--- src/v2axi_cfg.svh ---
// video to AXI4-Stream bridge configuration
// fixed packing of four 8-bit pixels into one 32-bit stream word
// and the depth of the line FIFO between packer and transmitter

`ifndef V2AXI_CFG_SVH
`define V2AXI_CFG_SVH

// ------------------------------
// data path widths
// ------------------------------
`define V2A_PXDW          8     // pixel width
`define V2A_AODW          32    // tdata width
`define V2A_PX_PER_WORD   4     // pixels packed per word
`define V2A_AUDW          3     // tuser {sof, sol, eol}

// ------------------------------
// line FIFO
// ------------------------------
`define V2A_FIFO_DEP      8     // entries, power of two
`define V2A_FIFO_AW       3     // log2 of depth

`endif
--- src/v2axi_pkg.sv ---
// shared types for the video to AXI4-Stream bridge
// pixel, word and FIFO entry vectors, FIFO pointer and packing slot,
// and the line tracking state of the stream transmitter

`include "v2axi_cfg.svh"

package v2axi_pkg;

   // ------------------------------
   // data vectors
   // ------------------------------
   typedef logic [`V2A_PXDW-1:0]     pixel_t;       // one input pixel
   typedef logic [`V2A_AODW-1:0]     word_t;        // one packed stream word

   // word plus line sync marker in the msb
   typedef logic [`V2A_AODW:0]       fifo_entry_t;

   // ------------------------------
   // control vectors
   // ------------------------------
   typedef logic [`V2A_FIFO_AW:0]    fifo_addr_t;   // msb is the wrap bit
   typedef logic [1:0]               pkt_cnt_t;     // pixel slot within a word

   typedef enum logic {
      LINE_IDLE   = 1'b0,    // waiting for first word of a line
      LINE_ACTIVE = 1'b1     // inside a line, next marker ends it
   } line_state_t;

endpackage

--- src/v2axi4s_m.sv ---
// video to AXI4-Stream master
// native video input (strobes, line reference, 8-bit pixel per clock)
// packed four pixels per 32-bit word and sent as an AXI4-Stream

`timescale 1ns/10ps

`include "v2axi_cfg.svh"

module v2axi4s_m
   import v2axi_pkg::*;
(
   input  logic                   aclk,
   input  logic                   aresetn,
   // native video input
   input  logic                   i_fstr,
   input  logic                   i_vin_en,
   input  logic                   i_hstr,
   input  logic                   i_hend,
   input  logic                   i_href,
   input  pixel_t                 i_pdat,
   // AXI4-Stream master
   input  logic                   tready,
   output word_t                  tdata,
   output logic                   tvalid,
   output logic [`V2A_AUDW-1:0]   tuser,      // {sof, sol, eol}
   output logic                   tlast,
   // FIFO status
   output logic                   o_fifo_nfull,
   output logic                   o_fifo_empty
);

   logic          push;
   fifo_entry_t   wdata;
   logic          pop;
   fifo_entry_t   rdata;

   pix_packer u_packer (
      .aclk     (aclk),
      .aresetn  (aresetn),
      .i_fstr   (i_fstr),
      .i_vin_en (i_vin_en),
      .i_hstr   (i_hstr),
      .i_hend   (i_hend),
      .i_href   (i_href),
      .i_pdat   (i_pdat),
      .o_push   (push),
      .o_wdata  (wdata)
   );

   // flushed at every frame start
   line_fifo u_fifo (
      .aclk     (aclk),
      .aresetn  (aresetn),
      .i_push   (push),
      .i_wdata  (wdata),
      .i_pop    (pop),
      .i_flush  (i_fstr),
      .o_rdata  (rdata),
      .o_empty  (o_fifo_empty),
      .o_nfull  (o_fifo_nfull)
   );

   axis_tx u_tx (
      .aclk         (aclk),
      .aresetn      (aresetn),
      .i_fifo_empty (o_fifo_empty),
      .i_rdata      (rdata),
      .i_fstr       (i_fstr),
      .i_tready     (tready),
      .o_pop        (pop),
      .o_tdata      (tdata),
      .o_tvalid     (tvalid),
      .o_tuser      (tuser),
      .o_tlast      (tlast)
   );

endmodule

--- src/axis_tx.sv ---
// AXI4-Stream transmitter
// pops the line FIFO while the sink is ready, parks late read data in a
// two-entry skid queue, and rebuilds tuser {sof, sol, eol} and tlast
// from the line sync marker of each entry

`timescale 1ns/10ps

`include "v2axi_cfg.svh"

module axis_tx
   import v2axi_pkg::*;
(
   input  logic                   aclk,
   input  logic                   aresetn,
   input  logic                   i_fifo_empty,
   input  fifo_entry_t            i_rdata,     // valid one cycle after o_pop
   input  logic                   i_fstr,      // frame start, arms sof
   input  logic                   i_tready,
   output logic                   o_pop,
   output word_t                  o_tdata,
   output logic                   o_tvalid,
   output logic [`V2A_AUDW-1:0]   o_tuser,     // {sof, sol, eol}
   output logic                   o_tlast
);

   logic          rd_vld;              // i_rdata valid this cycle
   fifo_entry_t   q_dat [0:1];         // skid queue, head at 0
   logic [1:0]    q_cnt;               // queue occupancy
   logic          q_wr_idx;
   logic          deq;
   logic          enq;
   logic          load;                // output register free or draining
   logic          src_vld;
   fifo_entry_t   src_dat;
   logic          src_mark;
   word_t         tdata_r;
   logic          tvalid_r;
   logic          sof_arm;             // next word starts a frame
   logic          sof_r;
   logic          sol_r;
   logic          eol_r;
   line_state_t   line_st;

   // ------------------------------
   // FIFO read
   // ------------------------------
   assign o_pop = ~i_fifo_empty & i_tready;

   always_ff @(posedge aclk) begin
      if (!aresetn) begin
         rd_vld <= 1'b0;
      end else begin
         rd_vld <= o_pop;
      end
   end

   // ------------------------------
   // skid queue
   // ------------------------------
   assign load     = ~tvalid_r | i_tready;
   assign src_vld  = (q_cnt != 2'd0) | rd_vld;
   assign src_dat  = (q_cnt != 2'd0) ? q_dat[0] : i_rdata;   // queue first, keeps order
   assign src_mark = src_dat[`V2A_AODW];

   assign deq      = load & (q_cnt != 2'd0);
   assign enq      = rd_vld & ~(load & (q_cnt == 2'd0));       // bypass when both idle
   assign q_wr_idx = (q_cnt == 2'd2) | ((q_cnt == 2'd1) & ~deq);

   always_ff @(posedge aclk) begin
      if (deq) begin
         q_dat[0] <= q_dat[1];
      end
      if (enq) begin
         q_dat[q_wr_idx] <= i_rdata;   // overrides the shift when it lands on 0
      end
   end

   always_ff @(posedge aclk) begin
      if (!aresetn) begin
         q_cnt <= 2'd0;
      end else if (enq & ~deq) begin
         q_cnt <= q_cnt + 2'd1;
      end else if (deq & ~enq) begin
         q_cnt <= q_cnt - 2'd1;
      end
   end

   // ------------------------------
   // stream output register
   // ------------------------------
   always_ff @(posedge aclk) begin
      if (load & src_vld) begin
         tdata_r <= src_dat[`V2A_AODW-1:0];
      end
   end

   always_ff @(posedge aclk) begin
      if (!aresetn) begin
         tvalid_r <= 1'b0;
         sof_r    <= 1'b0;
         sol_r    <= 1'b0;
         eol_r    <= 1'b0;
         sof_arm  <= 1'b0;
         line_st  <= LINE_IDLE;
      end else begin
         sof_arm <= i_fstr | (sof_arm & ~(load & src_vld));

         // flags travel with the word, cleared when the register drains
         if (load) begin
            tvalid_r <= src_vld;
            sof_r    <= src_vld & sof_arm;
            sol_r    <= src_vld & src_mark & (line_st == LINE_IDLE);
            eol_r    <= src_vld & src_mark & (line_st == LINE_ACTIVE);
         end

         // a marked word opens a line when idle, closes it when active
         if (i_fstr) begin
            line_st <= LINE_IDLE;
         end else if (load & src_vld & src_mark) begin
            case (line_st)
               LINE_IDLE:   line_st <= LINE_ACTIVE;
               LINE_ACTIVE: line_st <= LINE_IDLE;
               default:     line_st <= LINE_IDLE;
            endcase
         end
      end
   end

   assign o_tdata  = tdata_r;
   assign o_tvalid = tvalid_r;
   assign o_tuser  = {sof_r, sol_r, eol_r};
   assign o_tlast  = eol_r;                 // one line per packet

endmodule

--- src/line_fifo.sv ---
// line FIFO
// single clock FIFO between packer and stream transmitter, registered read
// port with one cycle latency, flush at frame start, near-full and empty flags

`timescale 1ns/10ps

`include "v2axi_cfg.svh"

module line_fifo
   import v2axi_pkg::*;
(
   input  logic          aclk,
   input  logic          aresetn,
   input  logic          i_push,      // write strobe
   input  fifo_entry_t   i_wdata,
   input  logic          i_pop,       // only while not empty
   input  logic          i_flush,     // drop all entries at next edge
   output fifo_entry_t   o_rdata,     // valid one cycle after i_pop
   output logic          o_empty,
   output logic          o_nfull      // two or fewer free entries
);

   fifo_entry_t   mem [0:`V2A_FIFO_DEP-1];
   fifo_addr_t    wptr;               // write pointer, msb wraps
   fifo_addr_t    rptr;               // read pointer, msb wraps
   fifo_addr_t    level;              // entries held
   fifo_entry_t   rdata_r;

   // ------------------------------
   // storage
   // ------------------------------
   always_ff @(posedge aclk) begin
      if (i_push) begin
         mem[wptr[`V2A_FIFO_AW-1:0]] <= i_wdata;
      end
   end

   always_ff @(posedge aclk) begin
      if (i_pop) begin
         rdata_r <= mem[rptr[`V2A_FIFO_AW-1:0]];
      end
   end

   assign o_rdata = rdata_r;

   // ------------------------------
   // pointers
   // ------------------------------
   always_ff @(posedge aclk) begin
      if (!aresetn) begin
         wptr <= '0;
         rptr <= '0;
      end else if (i_flush) begin
         wptr <= '0;                      // frame start, restart empty
         rptr <= '0;
      end else begin
         if (i_push) begin
            wptr <= wptr + 1'b1;
         end
         if (i_pop) begin
            rptr <= rptr + 1'b1;
         end
      end
   end

   // ------------------------------
   // status flags
   // ------------------------------
   assign level   = wptr - rptr;
   assign o_empty = (wptr == rptr);

   // one push may already be in flight from the packer when the source sees this
   assign o_nfull = (level >= fifo_addr_t'(`V2A_FIFO_DEP - 2));

endmodule

--- src/pix_packer.sv ---
// pixel packer
// gathers four pixels per word with P0 in the low byte, closes a partial
// word at line end with zero high bytes, and tags the first and last word
// of each line with a sync marker before pushing into the line FIFO

`timescale 1ns/10ps

`include "v2axi_cfg.svh"

module pix_packer
   import v2axi_pkg::*;
(
   input  logic          aclk,
   input  logic          aresetn,
   input  logic          i_fstr,      // frame start pulse
   input  logic          i_vin_en,    // frame enable, sampled at i_fstr
   input  logic          i_hstr,      // pulse before first i_href of a line
   input  logic          i_hend,      // same cycle as last i_href
   input  logic          i_href,      // pixel valid
   input  pixel_t        i_pdat,
   output logic          o_push,      // one-cycle write strobe
   output fifo_entry_t   o_wdata      // {marker, word}
);

   logic          fm_vin_en;          // frame input enable
   pkt_cnt_t      pkt_cnt;            // slot of the next pixel in the word
   logic          hsyn_mark;          // line sync marker, hstr or hend seen
   word_t         px_que;             // word under assembly
   word_t         px_shift;           // word with current pixel shifted in
   logic [4:0]    fill_sh;            // right shift to close a partial word
   logic          word_end;           // last pixel of a word or of a line

   // ------------------------------
   // packing datapath
   // ------------------------------

   // new pixel enters at the top, older pixels move down
   assign px_shift = {i_pdat, px_que[`V2A_AODW-1:`V2A_PXDW]};

   // slot 3 needs no shift, slot 0 leaves one pixel that must drop 3 bytes
   assign fill_sh  = {~pkt_cnt, 3'b000};

   assign word_end = (i_href & (pkt_cnt == pkt_cnt_t'(`V2A_PX_PER_WORD - 1))) | i_hend;

   always_ff @(posedge aclk) begin
      if (i_hend) begin
         px_que <= px_shift >> fill_sh;    // zero fill from the top
      end else if (i_href) begin
         px_que <= px_shift;
      end
   end

   // ------------------------------
   // control
   // ------------------------------
   always_ff @(posedge aclk) begin
      if (!aresetn) begin
         fm_vin_en <= 1'b0;
         pkt_cnt   <= '0;
         hsyn_mark <= 1'b0;
         o_push    <= 1'b0;
      end else begin
         // enable decided once per frame
         if (i_fstr) begin
            fm_vin_en <= i_vin_en;
         end

         // slot counter wraps every four pixels, restarts each line
         if (i_hend) begin
            pkt_cnt <= '0;
         end else if (i_href) begin
            pkt_cnt <= pkt_cnt + 2'd1;
         end

         // set at line start or end, held until the word carrying it is pushed
         hsyn_mark <= i_hstr | i_hend | (hsyn_mark & ~o_push);

         o_push <= word_end & fm_vin_en;
      end
   end

   // marker rides in the top bit of the entry
   assign o_wdata = {hsyn_mark, px_que};

endmodule

--- config.mk ---
export PLATFORM = sky130hd
export DESIGN_NAME = v2axi4s_m
export DESIGN_NICKNAME = d
export VERILOG_FILES = /design/src/v2axi_pkg.sv /design/src/v2axi4s_m.sv /design/src/axis_tx.sv /design/src/line_fifo.sv /design/src/pix_packer.sv
export VERILOG_INCLUDE_DIRS = /design/src /design/src/src
export SDC_FILE = /design/constraint.sdc
export NUM_CORES = 1
export LEC_CHECK = 0
export ABC_AREA = 1
export BUFFER_PORTS_ARGS = -buffer_cell sky130_fd_sc_hd__buf_4
export CAP_MARGIN = 20
export CORE_MARGIN = 2
export CORE_UTILIZATION = 40
export CTS_CLUSTER_DIAMETER = 40
export CTS_CLUSTER_SIZE = 40
export DETAILED_ROUTE_END_ITERATION = 10
export GPL_TIMING_DRIVEN = 0
export MAX_ROUTING_LAYER = met4
export PLACE_DENSITY = 0.61
export SYNTH_ARGS = -nofsm -noshare
export SYNTH_HDL_FRONTEND = slang
export SYNTH_SLANG_ARGS = --single-unit
export TNS_END_PERCENT = 50
--- constraint.sdc ---
create_clock -name aclk -period 7.01 [get_ports aclk]
set_clock_uncertainty 0.1 [all_clocks]
set_input_delay 1.0515 -clock aclk [delete_from_list [all_inputs] [get_ports aclk]]
set_output_delay 1.0515 -clock aclk [all_outputs]
set_load 0.1 [all_outputs]
==> impl_metrics.toml <==
[floorplan]
die_w_um = 215
core_area_um2 = 44000
ios = 55
die_height_um = 215
dieArea_um2 = 46100
placementRows = 77
initial_core_util = 0.403

[worst_setup_path]
start_kind = "register"
critical_path_class = "register to output pin"
path_cells = "clkinv_1 -> clkbuf_1 -> ha_1 -> a21oi_1 -> o21ai_0 -> xnor2_1 -> nand2_1 -> buf_4"
cp_slowest_cell = "ha_1"
r2r_start = "u_fifo.rptr[1]"
end_kind = "output pin"
required_ns = 5.86
slowest_delay_ns = 0.42
crit_buf_inv = 3
cp_top_family = "buffers and inverters"
ff2ff_path_depth = 9
crit_cells = 8
r2r_end = "u_fifo.o_rdata[8]"
arrival_ns = 2.76
worstPathMaxFanout = 10
ff2ff_setup_slack_ns = 4.12

[synthesis]
yosys.area.top_type_share = 0.722
ys_warn_count = 0
synth_top_area_cell = "edfxtp_1"
ys_seq_area_frac = 0.747
synth_area_leaders = "edfxtp_1 (72%), o21ai_0 (5.6%), nand2_1 (5.0%)"
syn_avg_cell_area_um2 = 12.6
ys_ff_latch = 449
syn_nets = 1439
synth.distinct_cells = 33
async_flop_share = 0
netlist_instances = 1412
syn-cell-area_um2 = 17800
synth-edff-count = 427
ys.flop_type = "edfxtp_1"

[cts]
cts_setup_buffers = 0
h-tree-depth = 2
postCtsHoldBufs = 0
clk_root_buffer_cell = "clkbuf_16"
cts_buffer_depth = 3
clk_latency_ns = 0.59
post_cts_resized = 0
cts_tree = "built"
path_clk_slew_ns = 0.06
cts_sinks = 449
cts_made_buffers = 53

[layout]
fin_nets = 1561
drive_gt1_frac = 0.153
utilization = 0.478
syn2layout_area_growth_pct = 18.6
diodes = 0

[timing]
maxSlewViolCount = 0
finalCriticalPeriod_ns = 3.91
setup_violations = 0
hold_violations = 0
rsz0062_at_grt = "false"
fmax_mhz = 256
setup_tns_ns = 0
min_period_over_period = 0.558
worst_pin_slew_ns = 0.846
relSlewSlack = 0.435

[drt]
ant_nets = 0
drt-total-wl_um = 39600
routed_via_density = 5.03
drt-initial-drc-count = 1077
first_pass_iters = 5
drc = 0
wire_per_inst_um = 18.2
dr_total_vias = 10900

[global_routing]
grt_usage = 0.178
grt_overflow_total = 0
grt_max_degree = 32
grt_pass1_vias = 10900
antenna_found_initial = 0
grt_pass1_wl_um = 61400

[pwr]
switching_power_mw = 2.34
p_int_mw = 5.08
p_seq_frac = 0.451
p_leak_nw = 7.58
clockPowerShare = 0.364
switching_share = 0.315
vdd_ir_drop_max_v = 0.000276
pwr-share-comb = 0.185
power.density_nw_per_um2 = 352

[placed_design]
dp_hpwl_um = 26800
gp_congestion = 0.794
io_buffers = 54

[min_path]
hold_path_class = "register to register"
whs_path_depth = 2
worstHoldStart = "u_packer.fm_vin_en"
worstHoldEndpoint = "u_packer.o_push"

[status]
outcome = "complete, no violations"

[job]
cap_viol_max_count = 0
## metal layers
metal	GRT usage	vias up	wire length, um	share of wire
li1	-	5244	-	-
met5	-	-	0	0
met1	0.227	5215	17100	0.43
met2	0.293	389	19000	0.48
met4	0.0495	0	682	0.017
met3	0.0328	56	2720	0.069
## synthesized netlist by cell type, types with 2 or more instances
master	number
edfxtp_1	427
nand2_1	238
nor2_1	208
o21ai_0	199
inv_1	67
o22ai_1	41
clkbuf_1	35
o21ai_1	29
a21oi_1	27
dfxtp_1	22
buf_2	21
o21ai_2	19
buf_4	14
nand3_1	11
ha_1	10
a31oi_1	8
nand2_2	6
buf_6	5
inv_2	3
nand2_4	3
nor3_1	3
buf_1	2
clkinv_1	2
xnor2_1	2
xor2_1	2
## area by class of cell
| cell class | instances | area (um^2) |
|---|---|---|
| tap | 592 | 741 |
| buffer | 79 | 425 |
| fill | 3811 | 23000 |
| sequential | 449 | 13300 |
| clock inverter | 43 | 418 |
| clock buffer | 55 | 1330 |
| timing repair buffer | 67 | 733 |
| inverter | 72 | 270 |
| multi-input combinational | 812 | 3870 |
## cells in the final DEF (no fill, tap or decap), types with 11 or more instances in the layout
cell type and instances:
inv_6 13, nor2_1 200, o21ai_0 199, edfxtp_1 427, o21ai_2 19, clkbuf_1 37
inv_1 67, o22ai_1 41, buf_4 68, a21oi_1 27, clkbuf_16 53, nand2_1 238
nand3_1 11, o21ai_1 29, dfxtp_1 22, buf_2 21
## worst min-delay path: stages, from the launching register on
cell and delay [ns]:
dfxtp_1 0.30, inv_1 0.07, nor3_1 0.05
## sequential cells by signal, indices dropped and copies added (netlist names)
signal              flops
u_tx.line_st            1
u_packer.o_push         1
u_packer.fm_vin_en      1
u_tx.o_tdata           32
u_tx.rd_vld             1
u_fifo.wptr             4
u_fifo.rptr             4
u_tx.sof_r              1
u_fifo.o_rdata         33
u_packer.pkt_cnt        2
u_tx.sol_r              1
u_fifo.mem            264
u_tx.q_cnt              2
u_tx.o_tvalid           1
u_tx.o_tlast            1
u_packer.px_que        32
u_packer.hsyn_mark      1
u_tx.sof_arm            1
u_tx.q_dat             66
## how the worst max path moves through the flow
stage | from | end | slack (ns)
global placement | tready | u_tx.q_dat[1][11] | 1.66
detailed placement | u_fifo.rptr[2] | o_fifo_nfull | 3.74
finish | u_fifo.rptr[2] | o_fifo_nfull | 3.10
CTS | u_fifo.rptr[2] | o_fifo_nfull | 3.08
global route | u_fifo.rptr[2] | o_fifo_nfull | 2.92
floorplan | tready | u_tx.q_dat[1][0] | 2.58
## power by group through the flow
stage,Combinational [mW],Sequential [mW],Clock [mW]
after detailed placement,1.38,3.40,0
after global placement,1.32,3.40,0
after CTS,1.38,3.34,2.76
final,1.37,3.34,2.70
after global routing,1.44,3.37,2.87
after floorplan,0.319,4.11,0
## cell families (layout without fill, tap and decap cells)
logic type | count (synthesis) | count (layout) | share of synthesized area
AND/OR/NAND/NOR | 471 | 471 | 0.104
XOR/XNOR | 4 | 4 | 0.00197
buffers and inverters | 151 | 316 | 0.0392
adder cells (fa/ha/maj) | 11 | 11 | 0.00817
AO/OA/AOI/OAI | 326 | 326 | 0.100
flip-flops | 449 | 449 | 0.747
## stage by stage
stage,hold slack [ns],setup slack [ns],power [mW],instance area (um^2),instances
2_1_floorplan,0.324,2.58,4.43,17800,1412
3_3_place_gp,0.332,1.66,4.72,18900,2058
3_5_place_dp,0.334,3.74,4.78,19300,2071
4_1_cts,0.337,3.08,7.48,21100,2169
5_1_grt,0.361,2.92,7.68,21100,2169
6_report,0.346,3.10,7.42,21100,2169
No activity file was read; power rests on OpenSTA's default activity.
